==> src/hdl/mips_pkg.sv <==
// MIPS core package
// Shared widths, selector enums, opcode and funct codes and the
// decoded control struct for the single-cycle core
package mips_pkg;

    typedef logic [31:0] data_t;
    typedef logic [31:0] addr_t;
    typedef logic [31:0] instr_t;
    typedef logic [4:0]  reg_idx_t;

    typedef enum logic [3:0] {
        ALU_ADD  = 4'd0,
        ALU_SUB  = 4'd1,
        ALU_AND  = 4'd2,
        ALU_OR   = 4'd3,
        ALU_XOR  = 4'd4,
        ALU_NOR  = 4'd5,
        ALU_SLL  = 4'd6,
        ALU_SRL  = 4'd7,
        ALU_SLT  = 4'd8,
        ALU_SLTU = 4'd9
    } alu_op_e;

    typedef enum logic {
        IMM_SIGN = 1'b0,
        IMM_ZERO = 1'b1
    } imm_ext_e;

    // Writeback source, loads pick their own extension
    typedef enum logic [2:0] {
        WB_ALU = 3'd0,
        WB_LUI = 3'd1,
        WB_LW  = 3'd2,
        WB_LH  = 3'd3,
        WB_LHU = 3'd4,
        WB_LB  = 3'd5,
        WB_LBU = 3'd6
    } wb_sel_e;

    typedef enum logic [1:0] {
        ST_NONE = 2'd0,
        ST_BYTE = 2'd1,
        ST_HALF = 2'd2,
        ST_WORD = 2'd3
    } store_size_e;

    typedef enum logic [1:0] {
        DBG_NONE = 2'd0,
        DBG_IMEM = 2'd1,
        DBG_DMEM = 2'd2,
        DBG_REGS = 2'd3
    } debug_target_e;

    typedef struct packed {
        logic        reg_we;
        alu_op_e     alu_op;
        logic        use_imm;     // Operand 1 from immediate
        imm_ext_e    imm_ext;
        logic        shift_by_sa; // Operand 0 low bits from sa
        logic        dest_is_rt;  // I-type destination
        wb_sel_e     wb_sel;
        store_size_e store_size;
    } ctrl_t;

    // Opcodes
    localparam logic [5:0] OP_SPECIAL = 6'h00;
    localparam logic [5:0] OP_ADDIU   = 6'h09;
    localparam logic [5:0] OP_SLTI    = 6'h0a;
    localparam logic [5:0] OP_SLTIU   = 6'h0b;
    localparam logic [5:0] OP_ANDI    = 6'h0c;
    localparam logic [5:0] OP_ORI     = 6'h0d;
    localparam logic [5:0] OP_XORI    = 6'h0e;
    localparam logic [5:0] OP_LUI     = 6'h0f;
    localparam logic [5:0] OP_LB      = 6'h20;
    localparam logic [5:0] OP_LH      = 6'h21;
    localparam logic [5:0] OP_LW      = 6'h23;
    localparam logic [5:0] OP_LBU     = 6'h24;
    localparam logic [5:0] OP_LHU     = 6'h25;
    localparam logic [5:0] OP_SB      = 6'h28;
    localparam logic [5:0] OP_SH      = 6'h29;
    localparam logic [5:0] OP_SW      = 6'h2b;

    // SPECIAL funct codes
    localparam logic [5:0] FN_SLL  = 6'h00;
    localparam logic [5:0] FN_SRL  = 6'h02;
    localparam logic [5:0] FN_ADDU = 6'h21;
    localparam logic [5:0] FN_SUBU = 6'h23;
    localparam logic [5:0] FN_AND  = 6'h24;
    localparam logic [5:0] FN_OR   = 6'h25;
    localparam logic [5:0] FN_XOR  = 6'h26;
    localparam logic [5:0] FN_NOR  = 6'h27;
    localparam logic [5:0] FN_SLT  = 6'h2a;
    localparam logic [5:0] FN_SLTU = 6'h2b;

endpackage

==> src/hdl/mips_instr_mem.sv <==
// Instruction memory
// Word store indexed by byte address / 4, wrapping at the depth;
// combinational read, synchronous debug write
`timescale 1ns/1ns

module mips_instr_mem #(
    parameter int IM_DEPTH = 32
) (
    input  logic             mem_debug_clk_gate,
    input  logic             HW_RSTn,
    input  mips_pkg::addr_t  addr,
    input  logic             we,
    input  mips_pkg::instr_t wr_data,
    output mips_pkg::instr_t rd_data
);

    localparam int IDX_W = (IM_DEPTH > 1) ? $clog2(IM_DEPTH) : 1;

    mips_pkg::instr_t mem [IM_DEPTH];
    logic [IDX_W-1:0] word_idx;

    assign word_idx = IDX_W'((addr >> 2) % IM_DEPTH);
    assign rd_data  = mem[word_idx];

    always_ff @(posedge mem_debug_clk_gate or negedge HW_RSTn) begin
        if (!HW_RSTn) begin
            for (int i = 0; i < IM_DEPTH; i++) begin
                mem[i] <= '0; // Zero word decodes as a no-op
            end
        end else if (we) begin
            mem[word_idx] <= wr_data;
        end
    end

endmodule

==> config.mk <==
export PLATFORM = sky130hd
export DESIGN_NAME = mips_instr_mem
export DESIGN_NICKNAME = d
export VERILOG_FILES = /design/src/hdl/mips_pkg.sv /design/src/hdl/mips_instr_mem.sv
export SDC_FILE = /design/constraint.sdc
export NUM_CORES = 1
export LEC_CHECK = 0
export BUFFER_PORTS_ARGS = -buffer_cell sky130_fd_sc_hd__buf_4
export CAP_MARGIN = 20
export CELL_PAD_IN_SITES_DETAIL_PLACEMENT = 1
export CELL_PAD_IN_SITES_GLOBAL_PLACEMENT = 2
export CORE_UTILIZATION = 41
export CTS_CLUSTER_SIZE = 20
export DETAILED_ROUTE_END_ITERATION = 6
export GPL_TIMING_DRIVEN = 1
export MAX_ROUTING_LAYER = met4
export PLACE_DENSITY = 0.77
export SYNTH_ARGS = -nofsm -noshare
export SYNTH_HDL_FRONTEND = slang
export SYNTH_SLANG_ARGS = --single-unit
==> constraint.sdc <==
create_clock -name mem_debug_clk_gate -period 1.7 [get_ports mem_debug_clk_gate]
set_input_delay 0.17 -clock mem_debug_clk_gate [delete_from_list [all_inputs] [get_ports mem_debug_clk_gate]]
set_output_delay 0.17 -clock mem_debug_clk_gate [all_outputs]
set_load 0.03 [all_outputs]
Word-level counts from Yosys, hierarchy flattened --
Cells that the tools add are included.
Storage, ports and cells: flip-flop bits (word level) 1024, input bits 67, output and inout bits 32, word-level logic and storage cells 42
Cells by class: magnitude comparators 2, muxes and demuxes 6, bitwise logic cells 1, reductions and logical operators 1
Operators by type and width (count):
- bitwise mux 1024 bit | 1
- binary-select mux 32 bit (select 5 bit) | 1
- demux 32 bit (select 5 bit) | 1
- two-way mux 32 bit | 3
- >= comparator 6 bit (second input constant) | 1
- less-than comparator 6 x 1 -> 1 bit (second input constant) | 1
- NOT 5 -> 6 bit | 1
- logical AND 1 bit | 1

Longest topological paths before layout --
Gate-level depths: netlist of run 1.
depth after elaboration 6, depth in mapped cells 8, mapped depth without buffers 4

Worst setup path before layout of run 1 --
Ideal clock, no wire load.
path kind input port to output port, start point in addr[2], end point out rd_data[3], data arrival time 1717 ps, data required time 1530 ps, path slack -187 ps, stages on the path 8, path buffers 4, cell sequence clkbuf_1 -> buf_2 -> buf_2 -> buf_2 -> mux2i_1 -> o22ai_1 -> nor4_1 -> nand2_1
Between the ends: longest elaborated chain between the ends 4
Ends and longest elaborated chain:
- start, declared | line mips_instr_mem.sv:11 | input mips_pkg::addr_t addr,
- NOT 5 -> 6 bit (not written as such) | line mips_instr_mem.sv:23 | assign rd_data = mem[word_idx];
- binary-select mux 32 bit (select 5 bit) | line mips_instr_mem.sv:23
- two-way mux 32 bit (not written as such) (2 in a row) | line mips_instr_mem.sv:23
- end, declared | line mips_instr_mem.sv:14 | output mips_pkg::instr_t rd_data
Every way passes these cells. The select of a mux whose other input is x is not followed.

Final worst setup path of run 1 --
start point reg mem[198] (netlist bit), end point out rd_data[6]
Between the ends: longest elaborated chain between the ends 3
Ends and longest elaborated chain:
- start, declared | line mips_instr_mem.sv:19 | mips_pkg::instr_t mem [IM_DEPTH];
- start signal, assigned by index | line mips_instr_mem.sv:31 | mem[word_idx] <= wr_data;
- binary-select mux 32 bit (select 5 bit) | line mips_instr_mem.sv:23
- two-way mux 32 bit (not written as such) (2 in a row) | line mips_instr_mem.sv:23
Every way passes these cells. The select of a mux whose other input is x is not followed.

==> summary.md, run 1 <==
The via count of the first global-routing pass is 33600. For this run, the top clock speed supported by timing is 0.420 GHz. The final net count is 3595, and the initial antenna violation count is 5. On the final layout, the worst hold slack is 0.0430 ns. By area the synthesized netlist is led by sky130_fd_sc_hd__dfrtp_1, sky130_fd_sc_hd__mux2_2, sky130_fd_sc_hd__mux2i_1.

On the critical path the largest part of the delay comes from simple AND/OR/NAND/NOR gates. The placeable core region is 112000 um2, and the overall die area is 115000 um2. Library cell with the largest summed area after synthesis: sky130_fd_sc_hd__dfrtp_1.

After clock tree synthesis, the clock-pin slew on the worst setup and hold paths is 0.06 ns. The critical path is of the flop to output port type. OpenSTA, run right after detailed placement, puts the worst setup slack at -0.853 ns. Synthesis produced a netlist whose cell count is 3295. At the pin with the least slew margin, the transition time is 0.921 ns. For the finished layout, the period the worst path requires is 2.38 ns. Clock sink total: 1024. CTS placed an instance of sky130_fd_sc_hd__clkbuf_16 at the clock tree root. The min-delay analysis places its worst path in the category input pin to flop. During I/O placement, the number of pins put on the boundary was 99. The cell row count is 123, and the buffer depth of the longest clock path is 3. sky130_fd_sc_hd__dfrtp_1 is the most common cell in the netlist. Setup repair after global routing could not meet its margin everywhere.

The routed wire length per instance was 28.1 um. The per-instance average area after synthesis was 14.1 um2. The portion of the clock cycle consumed by the worst path in the final layout was 1.40. The area fraction of the dominant cell type after synthesis is 0.552, and the number of search-and-repair iterations in the first detailed-routing pass is 5.

The longest individual stage delay on the worst path was 0.40 ns; the final worst slack was -0.678 ns. For the routed via count, the log shows 29500. The tightest slew margin relative to the limit is 0.384, and the die height is 339 um.

STA classifies the critical path startpoint as a flop. The flow ran to the end, but the final reports show violations. Dividing total power by cell area gives a power density of 1190 nW/um2.

The run gives 0.68 ns as the worst-skew pair later-pin latency. In this run the static leakage power is 26.1 nW. STA classifies the critical path endpoint as an output port.

For the combined area of all synthesized cells, the log shows 46500 um2. The share of async-settable or async-resettable flops after synthesis was 1.00. The worst-path cell with the longest stage delay is sky130_fd_sc_hd__nor4_4. The largest registers in the layout are mem (1024). The register with the most flip-flops in the layout has 1024 of them. The tools report the number of CTS-inserted buffers as 109.

The number of pins with negative max-slew slack in the final report came out at 0. Summed over all nets, the half-perimeter wirelength after detailed placement is 92600 um. The tool flagged a number of max-cap violations equal to 0. In this run the tool buffered the top-level ports with 71 buffer cells. Of all nets on the critical path, the largest fanout is 2.

Setup violations remaining at the end of the flow were counted as 32. The register bank with the most flops is mem. The tools report the worst clock skew as 0 ns. The primary flip-flop cell chosen by synthesis mapping was sky130_fd_sc_hd__dfrtp_1. STA puts the critical path data arrival time at 2.21 ns.

Entering global routing, the biggest net connects 105 pins. Worst-case vdd ir drop: 0.792 mV. The netlist uses 32 different library cells.

After global routing the overflow that remains totals 0. Sequential share of the synthesized area: 0.552. Hold violation total from the final report: 0. Signed area change from the synthesized netlist to the final layout: 21.1%. After detailed routing, the number of remaining DRC violations is 0.

From left edge to right edge, the die measures 339 um. The H-tree was split into 3 levels. The run gives 0 as the number of warnings printed during yosys synthesis. Ranked by instance count, the synthesized netlist is headed by sky130_fd_sc_hd__dfrtp_1, sky130_fd_sc_hd__mux2_2, sky130_fd_sc_hd__mux2i_1. Counting flops with a built-in enable in the synthesized netlist gives 0.

Counting flops and latches in the post-synthesis netlist gives 1024. The tools report the first-iteration detailed-routing DRC count as 1532. The number of nets with antenna violations after routing is 0, and the wire length of the first global-routing pass is 221000 um.

The detailed-route wire length came out at 144000 um. TritonCTS built the clock tree. Average vias per placed instance: 5.75. The logs give 3362 for the number of nets produced by synthesis and 1.53 ns for the data required time at the worst endpoint. The final reports fail on negative setup slack. Aggregate global-route resource usage: 0.262. Walking the worst path, the cells encountered are mux2i_1 > o22ai_2 > nor4_4 > buf_4 > nand2_4 > buf_6. The starting utilization of the core area was 0.414. Fraction of layout cells with a size suffix above 1: 0.465. The number of buffer and inverter stages on the critical path was 2; the overall power after layout was 66.8 mW. Final RePlAce weighted congestion: 0.829.
-- cell families (layout without fill, tap and decap cells) --
family | Yosys count | after routing | synth area share
compound gates | 256 | 256 | 0.0345
simple gates | 161 | 161 | 0.0221
mux | 1536 | 1536 | 0.359
buf+inv | 318 | 639 | 0.0334
other cells | 0 | 7 | 0
flops | 1024 | 1024 | 0.552
-- metal layers --
layer  part of all wire  GRT usage  up-vias
met4              0.037     0.0958        0
met3              0.043     0.0386      268
li1                   -          -    12600
met5                  0          -        -
met2               0.49      0.425      637
met1               0.43      0.334    16000
-- final cells by class --
cell class	instances	area (um2)
repair buffers	440	5030
clock buffers	172	3340
diodes	7	17.5
clock inverters	27	275
fillers	10800	56100
well taps	1500	1880
flip-flops and latches	1024	25600
multi-input cells	1953	20100
-- worst paths after layout --
check	startpoint	end	slack (ns)	cells past startpoint
setup / recovery	mem[198]	rd_data[6]	-0.68	6
hold reg to reg	mem[340]	mem[340]	0.49	1
max in group asynchronous	HW_RSTn	mem[357]	0.11	3
hold / removal	wr_data[22]	mem[950]	0.04	2
setup reg to reg	mem[885]	mem[885]	0.77	2
min in group asynchronous	HW_RSTn	mem[584]	0.28	3
-- per-stage QoR --
stage | util | instances | cell area (um2) | TNS (ns)
2_1_floorplan | - | 3295 | 46800 | -0.178
3_3_place_gp | 0.458 | 4874 | 51500 | -369.64
3_5_place_dp | 0.458 | 4874 | 51500 | -416.62
4_1_cts | 0.498 | 5111 | 56000 | -18.63
5_1_grt | 0.501 | 5122 | 56300 | -19.54
6_report | 0.501 | 5123 | 56300 | -17.00
-- cells in the final DEF, fill, tap and decap left out, types with 18 or more instances in the layout --
cell / instances
sky130_fd_sc_hd__nor4_1: 20
sky130_fd_sc_hd__clkbuf_8: 29
sky130_fd_sc_hd__mux2i_1: 506
sky130_fd_sc_hd__clkbuf_16: 113
sky130_fd_sc_hd__clkinv_2: 18
sky130_fd_sc_hd__nor4_2: 36
sky130_fd_sc_hd__buf_12: 119
sky130_fd_sc_hd__mux2_1: 57
sky130_fd_sc_hd__mux2_2: 967
sky130_fd_sc_hd__buf_6: 34
sky130_fd_sc_hd__buf_4: 252
sky130_fd_sc_hd__dfrtp_1: 1024
sky130_fd_sc_hd__nand2_2: 18
sky130_fd_sc_hd__o22ai_2: 23
sky130_fd_sc_hd__o22ai_1: 233
sky130_fd_sc_hd__dlygate4sd3_1: 33
sky130_fd_sc_hd__clkbuf_1: 30
sky130_fd_sc_hd__nand2_1: 20
-- timing repair --
action,4_1_cts,5_1_grt
buffers inserted,4,5
gates cloned,1,0
endpoints found under the setup margin,32,32
hold buffers,33,0
resized for setup,103,38
pin swaps,73,56
endpoints found under the hold margin,1162,0
-- where the power goes --
part	internal, mW	switching [mW]
Sequential	29.1	2.58
Clock	14.1	9.78
Combinational	6.12	5.07
Total	49.4	17.4
Note: power is estimated with default switching activity, not from simulation.
==> inputs of run 2 (changes only) <==
==> constraint.sdc (replaced) <==
create_clock -name mem_debug_clk_gate -period 1.7 [get_ports mem_debug_clk_gate]
set_input_delay 0.34 -clock mem_debug_clk_gate [delete_from_list [all_inputs] [get_ports mem_debug_clk_gate]]
set_output_delay 0.34 -clock mem_debug_clk_gate [all_outputs]
set_load 0.03 [all_outputs]
==> run 2 against run 1 <==
Against the previous run: the run still ends with negative setup slack left; non-clock buffer count grew 34; count of clock-buffer cells in the layout shrank 2; final area grew 2.1%; total power grew 1.7%; register-to-register slack is essentially flat; fmax shrank 9.0%; global-route usage grew 0.29 points; critical path depth is the same; first-iteration DRC count grew 18%; sequential share of layout area shrank 0.93 points; clock skew is the same; cell count grew 0.72%.
==> summary.md, run 2 (synthesis gave the netlist of run 1 again) <==
For the overall power after layout, the log shows 68.0 mW. The flow ran to the end, but the final reports show violations. Setup repair after global routing could not meet its margin everywhere.

Using the TritonRoute via totals, the vias-per-cell ratio works out to 5.73. In this design, the stage delay of the slowest critical-path cell is 0.45 ns. The shortest period the worst path allows was 2.61 ns. The worst reg-to-reg path cell count was 2; the clock-pin transition on the worst setup and hold timing paths was 0.06 ns.

The logs give 99 for the number of top-level design ports and 0 for the residual DRC count. In this run the deepest clock path goes through 3 buffers. The H-tree was split into 3 levels.

The top cell types in the final layout, fill and taps aside, are sky130_fd_sc_hd__dfrtp_1, sky130_fd_sc_hd__mux2_2, sky130_fd_sc_hd__mux2i_1. For the via count of the first global-routing pass, the log shows 33400. The path category of the worst min-delay check was input pin to flop. In the final design database the tool counted 3629 nets.

The worst hold path passes through 2 cells. For the final setup violation count, the log shows 40. The signed area change from the synthesized netlist to the final layout is 23.6%. STA classifies the critical path startpoint as a flop. The cell area after placement is 51900 um2, and the leftover overflow at the end of global routing is 0. The count of input and output buffers works out to 71. The largest registers in the layout are mem (1024). In this run the remaining antenna-violating nets after routing total 0. After the first detailed-routing iteration, the DRC count stood at 1814. Transition time of the tightest slew-check pin: 0.462 ns.

CTS placed an instance of sky130_fd_sc_hd__clkbuf_16 at the clock tree root. After routing the design area is 57400 um2. The signal on the critical path passes through mux2i_2 > o22ai_1 > nor4_2 > buf_4 > nand2_2 > buf_6.

The run gives -0.912 ns as the final worst slack. Largest delay contributor family on the critical path: simple AND/OR/NAND/NOR gates. The routed wire length per instance came out at 28.5 um.

The congestion estimate from routability-driven global placement came to 0.879. Final hold analysis gives a worst-case slack of 0.126 ns. Most common cell after layout, fill and taps aside: sky130_fd_sc_hd__dfrtp_1. Across the routed clock network, the largest skew measured is 0 ns.

The starting utilization of the core area came out at 0.414. For this design the ratio of total power to cell area is 1180 nW/um2. After detailed routing, the total wire length is 147000 um. The tools report the hold violation total from the final report as 0. TritonCTS built the clock tree.

Counting both buffers and inverters, the worst setup path holds a total of 2. For the number of pins with negative max-slew slack in the final report, the log shows 0. The max-cap violation count was 0. The checks that failed: negative setup slack. The worst-case IR drop observed on VDD is 0.844 mV. For the initial antenna violation count, the log shows 8. The arrival time at the worst endpoint is 2.27 ns.

The category of the most critical setup path is flop to output port. The logs give 0.689 for the tightest slew margin relative to the limit and 115000 um2 for the overall die area. The detailed router placed 29600 vias in this run. Once detailed placement completed, the half-perimeter wirelength came to 93700 um.

The pin count of the biggest net entering global routing is 84. The count of filler cells inserted in the layout was 10800. Adding up every negative setup slack in the final design gives -23.96 ns. In this run the number of cells on the critical path is 6. In this run the vertical extent of the chip is 339 um. The tree built by TritonCTS fans out to 1024 sinks. TritonCTS created 109 clock buffers. The width of the chip works out to 339 um. The category of the worst setup path capture point was an output port.

The register with the most flip-flops in the final layout is mem. Fraction of layout cells with a size suffix above 1: 0.495. The number of flip-flops under the largest register name works out to 1024.

At the worst endpoint, the required time is 1.36 ns. Along the worst path, the maximum fanout reaches 2. The run gives 0.265 as the aggregate global-route resource usage. For this design, the slowest cell found on the critical path is sky130_fd_sc_hd__nor4_2. For this design the static power due to leakage is 26.6 nW.

The first global-routing pass estimated 222000 um of wire. The portion of the clock cycle consumed by the worst path in the final layout is 1.54. Derived from the worst setup path, the maximum achievable clock frequency is 0.383 GHz. The clock reaches the later pin of the worst-skew pair after 0.70 ns.

The core region is 112000 um2. The cell row count was 123. The number of search-and-repair iterations in the first detailed-routing pass was 5.
==> run 2: cell types whose count changed in the layout (fill, tap and decap cells not counted), moves of 7 or more <==
cell                            change
sky130_fd_sc_hd__mux2i_2           +14
sky130_fd_sc_hd__buf_4             +32
sky130_fd_sc_hd__buf_12            +12
sky130_fd_sc_hd__o22ai_1           -14
sky130_fd_sc_hd__nand2_4           +12
sky130_fd_sc_hd__mux2_2            -23
sky130_fd_sc_hd__mux2i_4            +7
sky130_fd_sc_hd__nand2_1           -11
sky130_fd_sc_hd__dlygate4sd3_1     -32
sky130_fd_sc_hd__mux2i_1           -21
sky130_fd_sc_hd__mux2_4            +28
sky130_fd_sc_hd__o22ai_2           +12
==> run 2: cell type report <==
class	instances	area (um2)	area share
timing repair buffer	474	5620	0.0978
clock inverter	33	393	0.00684
antenna	6	15.0	0.000261
multi-input combinational	1953	20600	0.359
sequential	1024	25600	0.446
clock buffer	170	3310	0.0576
tap	1500	1880	0.0327
==> run 2: path summary, 6_finish.rpt <==
kind | from | endpoint | slack (ns)
setup / recovery | mem[450] | rd_data[2] | -0.91
hold / removal | wr_data[26] | mem[730] | 0.13
setup reg to reg | mem[153] | mem[153] | 0.76
hold reg to reg | mem[574] | mem[574] | 0.48
max in group asynchronous | HW_RSTn | mem[713] | 0.73
min in group asynchronous | HW_RSTn | mem[941] | 0.15
==> run 2: layer usage <==
layer / track usage / wire length [um] / part of all wire / up-vias
li1: - / - / - / 12600
met2: 0.435 / 73400 / 0.50 / 653
met1: 0.335 / 62200 / 0.42 / 16000
met5: - / 0 / 0 / -
met3: 0.0335 / 5930 / 0.040 / 288
met4: 0.103 / 5710 / 0.039 / 0
==> run 2: timing repair <==
action | 4_1_cts | 5_1_grt
endpoints found under the setup margin | 32 | 32
pin swaps | 74 | 60
buffers inserted | 14 | 30
hold buffers | 1 | 0
cloned | 2 | 4
gates resized for setup | 163 | 88
endpoints found under the hold margin | 456 | 0
==> run 2: through the flow <==
stage          std cells  setup slack [ns]  utilization
6_report            5160            -0.912        0.511
3_5_place_dp        4901             -1.16        0.462
3_3_place_gp        4901             -1.07        0.462
2_1_floorplan       3295            -0.331            -
4_1_cts             5120            -0.956        0.504
5_1_grt             5160            -0.933        0.511
==> run 2: report_power, final <==
part | internal (mW) | leakage, nW | switching (mW)
sequential | 29.1 | 13.1 | 2.66
combinational | 6.55 | 11.7 | 5.33
clock | 14.3 | 1.84 | 10.0
==> inputs of run 3 (changes only) <==
--- a/config.mk
+++ b/config.mk
@@ -9,12 +9,12 @@
 export CAP_MARGIN = 20
 export CELL_PAD_IN_SITES_DETAIL_PLACEMENT = 1
 export CELL_PAD_IN_SITES_GLOBAL_PLACEMENT = 2
-export CORE_UTILIZATION = 41
+export CORE_UTILIZATION = 46
 export CTS_CLUSTER_SIZE = 20
 export DETAILED_ROUTE_END_ITERATION = 6
 export GPL_TIMING_DRIVEN = 1
 export MAX_ROUTING_LAYER = met4
-export PLACE_DENSITY = 0.77
+export PLACE_DENSITY = 0.82
 export SYNTH_ARGS = -nofsm -noshare
 export SYNTH_HDL_FRONTEND = slang
 export SYNTH_SLANG_ARGS = --single-unit
==> constraint.sdc (replaced) <==
create_clock -name mem_debug_clk_gate -period 2.8 [get_ports mem_debug_clk_gate]
set_input_delay 0.56 -clock mem_debug_clk_gate [delete_from_list [all_inputs] [get_ports mem_debug_clk_gate]]
set_output_delay 0.56 -clock mem_debug_clk_gate [all_outputs]
set_load 0.03 [all_outputs]
==> run 3 against run 2 <==
Against the previous run: the flow still finishes with violations (negative setup slack); sequential share of layout area up 0.56 points; final area down 1.2%; register-to-register slack better by 1.2 ns; total power down 40%; first-iteration DRC count up 17%; critical endpoint is now rd_data[29]; largest cell class unchanged.
==> summary.md, run 3 (synthesis gave the netlist of run 1 again) <==
The run finished, with violations left. The final reports fail on negative setup slack. For the clock sink total, the log shows 1024. The hold path startpoint is wr_data[26].

The routed layout has 29800 vias. By startpoint and endpoint, the worst setup path is classified as input pin to output port. For this block, the routed nets add up to 149000 um of wire.

For this design the ratio of total power to cell area is 722 nW/um2. Once detailed placement completed, the half-perimeter wirelength came to 88600 um. Clock skew on the completed layout was measured at 0 ns. Clock-pin slew was measured on the worst setup and hold paths at 0.06 ns. The floorplan step set the die width to 320 um. For this run the aggregate overflow at the end of global routing stands at 0.

For the number of pins with negative max-slew slack in the final report, the log shows 0. Via count of the first global-routing pass: 33600. The net switching fraction of the power was 0.271; the number of search-and-repair iterations in the first detailed-routing pass was 5. The average vias per placed instance came out at 6.09.

Final RePlAce weighted congestion: 0.831. STA classifies the critical path endpoint as an output port. The pin count of the biggest net entering global routing was 101; the critical-path maximum fanout was 8.

For this run, the top clock speed supported by timing is 0.336 GHz. Shortest period the worst path allows: 2.98 ns. The share of power burned in combinational logic is 0.175, and the final instance area is 56700 um2. The logs give 2114 for the first-iteration detailed-routing DRC count and 3 for the initial antenna violation count. Clock network fraction of total power: 0.352. The register with the most flip-flops in the final layout is mem. Counting the buffers created by CTS gives 110.

The residual DRC count came out at 0. The aggregate global-route resource usage was 0.299; the final net count was 3573. The fraction of layout cells with a size suffix above 1 works out to 0.493. Max-cap violations in this run came to 0. The kind of start point of the critical path was an input pin.

TritonCTS built the clock tree. Row generation in the floorplan step produced 116 rows. Setup repair after global routing could not meet its margin everywhere. The transition time of the tightest slew-check pin was 0.714 ns; the overall die area was 102000 um2. IR analysis of the VDD net gives a maximum drop of 0.545 mV. For the worst setup path, the data arrival time is 2.42 ns. After detailed placement, the total cell area comes to 50600 um2. The final worst slack is -0.180 ns. The starting utilization of the core area was 0.464. For this design the total switching power over the nets is 11.1 mW.

The placeable core region is 100000 um2, and the number of nets with antenna violations after routing is 0. Data on the critical path is required at its endpoint by 2.24 ns. The tools report the sequential group share of total power as 0.474. The die height was 320 um.

For the worst-skew pair, the clock arrives at the later sink with an insertion delay of 0.70 ns. For the wire length of the first global-routing pass, the log shows 223000 um. The cell sitting at the root of the clock tree is a sky130_fd_sc_hd__clkbuf_16. In this run the critical register-to-register path is launched from mem[737]. The hold violation total from the final report was 0. In the final layout, the registers with the most flip-flops are mem (1024). Input and output buffers added on the ports amount to 71.

The portion of the clock cycle consumed by the worst path in the final layout is 1.06. The number of flip-flops under the largest register name is 1024. The worst hold path belongs to the class input pin to flop. The tightest slew margin relative to the limit is 0.524, and the signed area change from the synthesized netlist to the final layout is 22.1%. The routed wire length per instance was 30.4 um; the buffer depth of the longest clock path was 3. For the leakage component of the power, the log shows 26.2 nW. In the layout the commonest cells are sky130_fd_sc_hd__dfrtp_1, sky130_fd_sc_hd__mux2_2, sky130_fd_sc_hd__mux2i_1. The startpoint of the most critical setup path is addr[2]. After routing, the total negative slack on setup checks comes to -0.629 ns. Setup violations remaining at the end of the flow were counted as 13. In this run the count of I/O pins placed on the die edge is 99.

Leaving out fill and tap cells, the most frequent cell in the layout is sky130_fd_sc_hd__dfrtp_1. The logs give 3 for the H-tree level count and 29.8 mW for the cell-internal power.
run 3: routing by layer:
| metal | vias up | global-route usage | wire, um |
|---|---|---|---|
| met4 | 0 | 0.113 | 5650 |
| met3 | 324 | 0.0436 | 7500 |
| met2 | 798 | 0.481 | 73400 |
| met5 | - | - | 0 |
| met1 | 16200 | 0.384 | 62500 |
| li1 | 12500 | - | - |
run 3: metrics by stage:
step	hold slack [ns]	utilization	cells	worst slack (ns)	power (mW)
floorplan	0.264	-	3295	0.133	23.4
global placement	0.467	0.505	4632	-0.645	25.2
detailed placement	0.475	0.505	4632	-0.693	25.9
CTS	0.326	0.556	4867	-0.0404	40.7
global route	0.382	0.566	4899	-0.190	42.6
finish	0.370	0.566	4901	-0.180	40.9
run 3: final cells by class:
| cell class | count | area [um2] |
|---|---|---|
| fillers | 9217 | 43400 |
| flip-flops and latches | 1024 | 25600 |
| multi-input cells | 1953 | 20700 |
| repair buffers | 417 | 5200 |
| clock buffers | 168 | 3290 |
| well taps | 1298 | 1620 |
| clock inverters | 37 | 308 |
| diodes | 4 | 10.0 |
run 3: worst paths after layout:
path | to | slack (ns) | cells after the start
max | rd_data[29] | -0.18 | 10
min reg2reg | mem[518] | 0.48 | 1
max reg2reg | mem[737] | 1.95 | 1
max in group asynchronous | mem[41] | 1.21 | 3
min | mem[730] | 0.37 | 2
min in group asynchronous | mem[940] | 0.47 | 2
run 3: power groups by stage:
stage / clock (mW) / combinational [mW] / sequential, mW
after detailed placement: 0 / 6.44 / 19.5
final: 14.4 / 7.15 / 19.4
after CTS: 14.6 / 6.85 / 19.3
after global placement: 0 / 6.04 / 19.1
after global routing: 15.2 / 7.66 / 19.7
after floorplan: 0 / 4.50 / 18.9
run 3: repair_timing:
action / 4_1_cts / 5_1_grt
setup endpoints to repair: 32 / 31
pin swaps: 35 / 39
setup buffers: 21 / 28
hold buffers: 1 / 0
hold endpoints to repair: 33 / 0
resized for setup: 211 / 149
cloned: 9 / 3
run 3: worst max-delay path: stages:
cell and delay (ns):
sky130_fd_sc_hd__buf_16 0.14, sky130_fd_sc_hd__buf_16 0.19, sky130_fd_sc_hd__buf_12 0.15, sky130_fd_sc_hd__buf_4 0.13
sky130_fd_sc_hd__mux2i_1 0.23, sky130_fd_sc_hd__o22ai_1 0.13, sky130_fd_sc_hd__nor4_1 0.39, sky130_fd_sc_hd__buf_4 0.21
sky130_fd_sc_hd__nand2_2 0.10, sky130_fd_sc_hd__buf_6 0.17
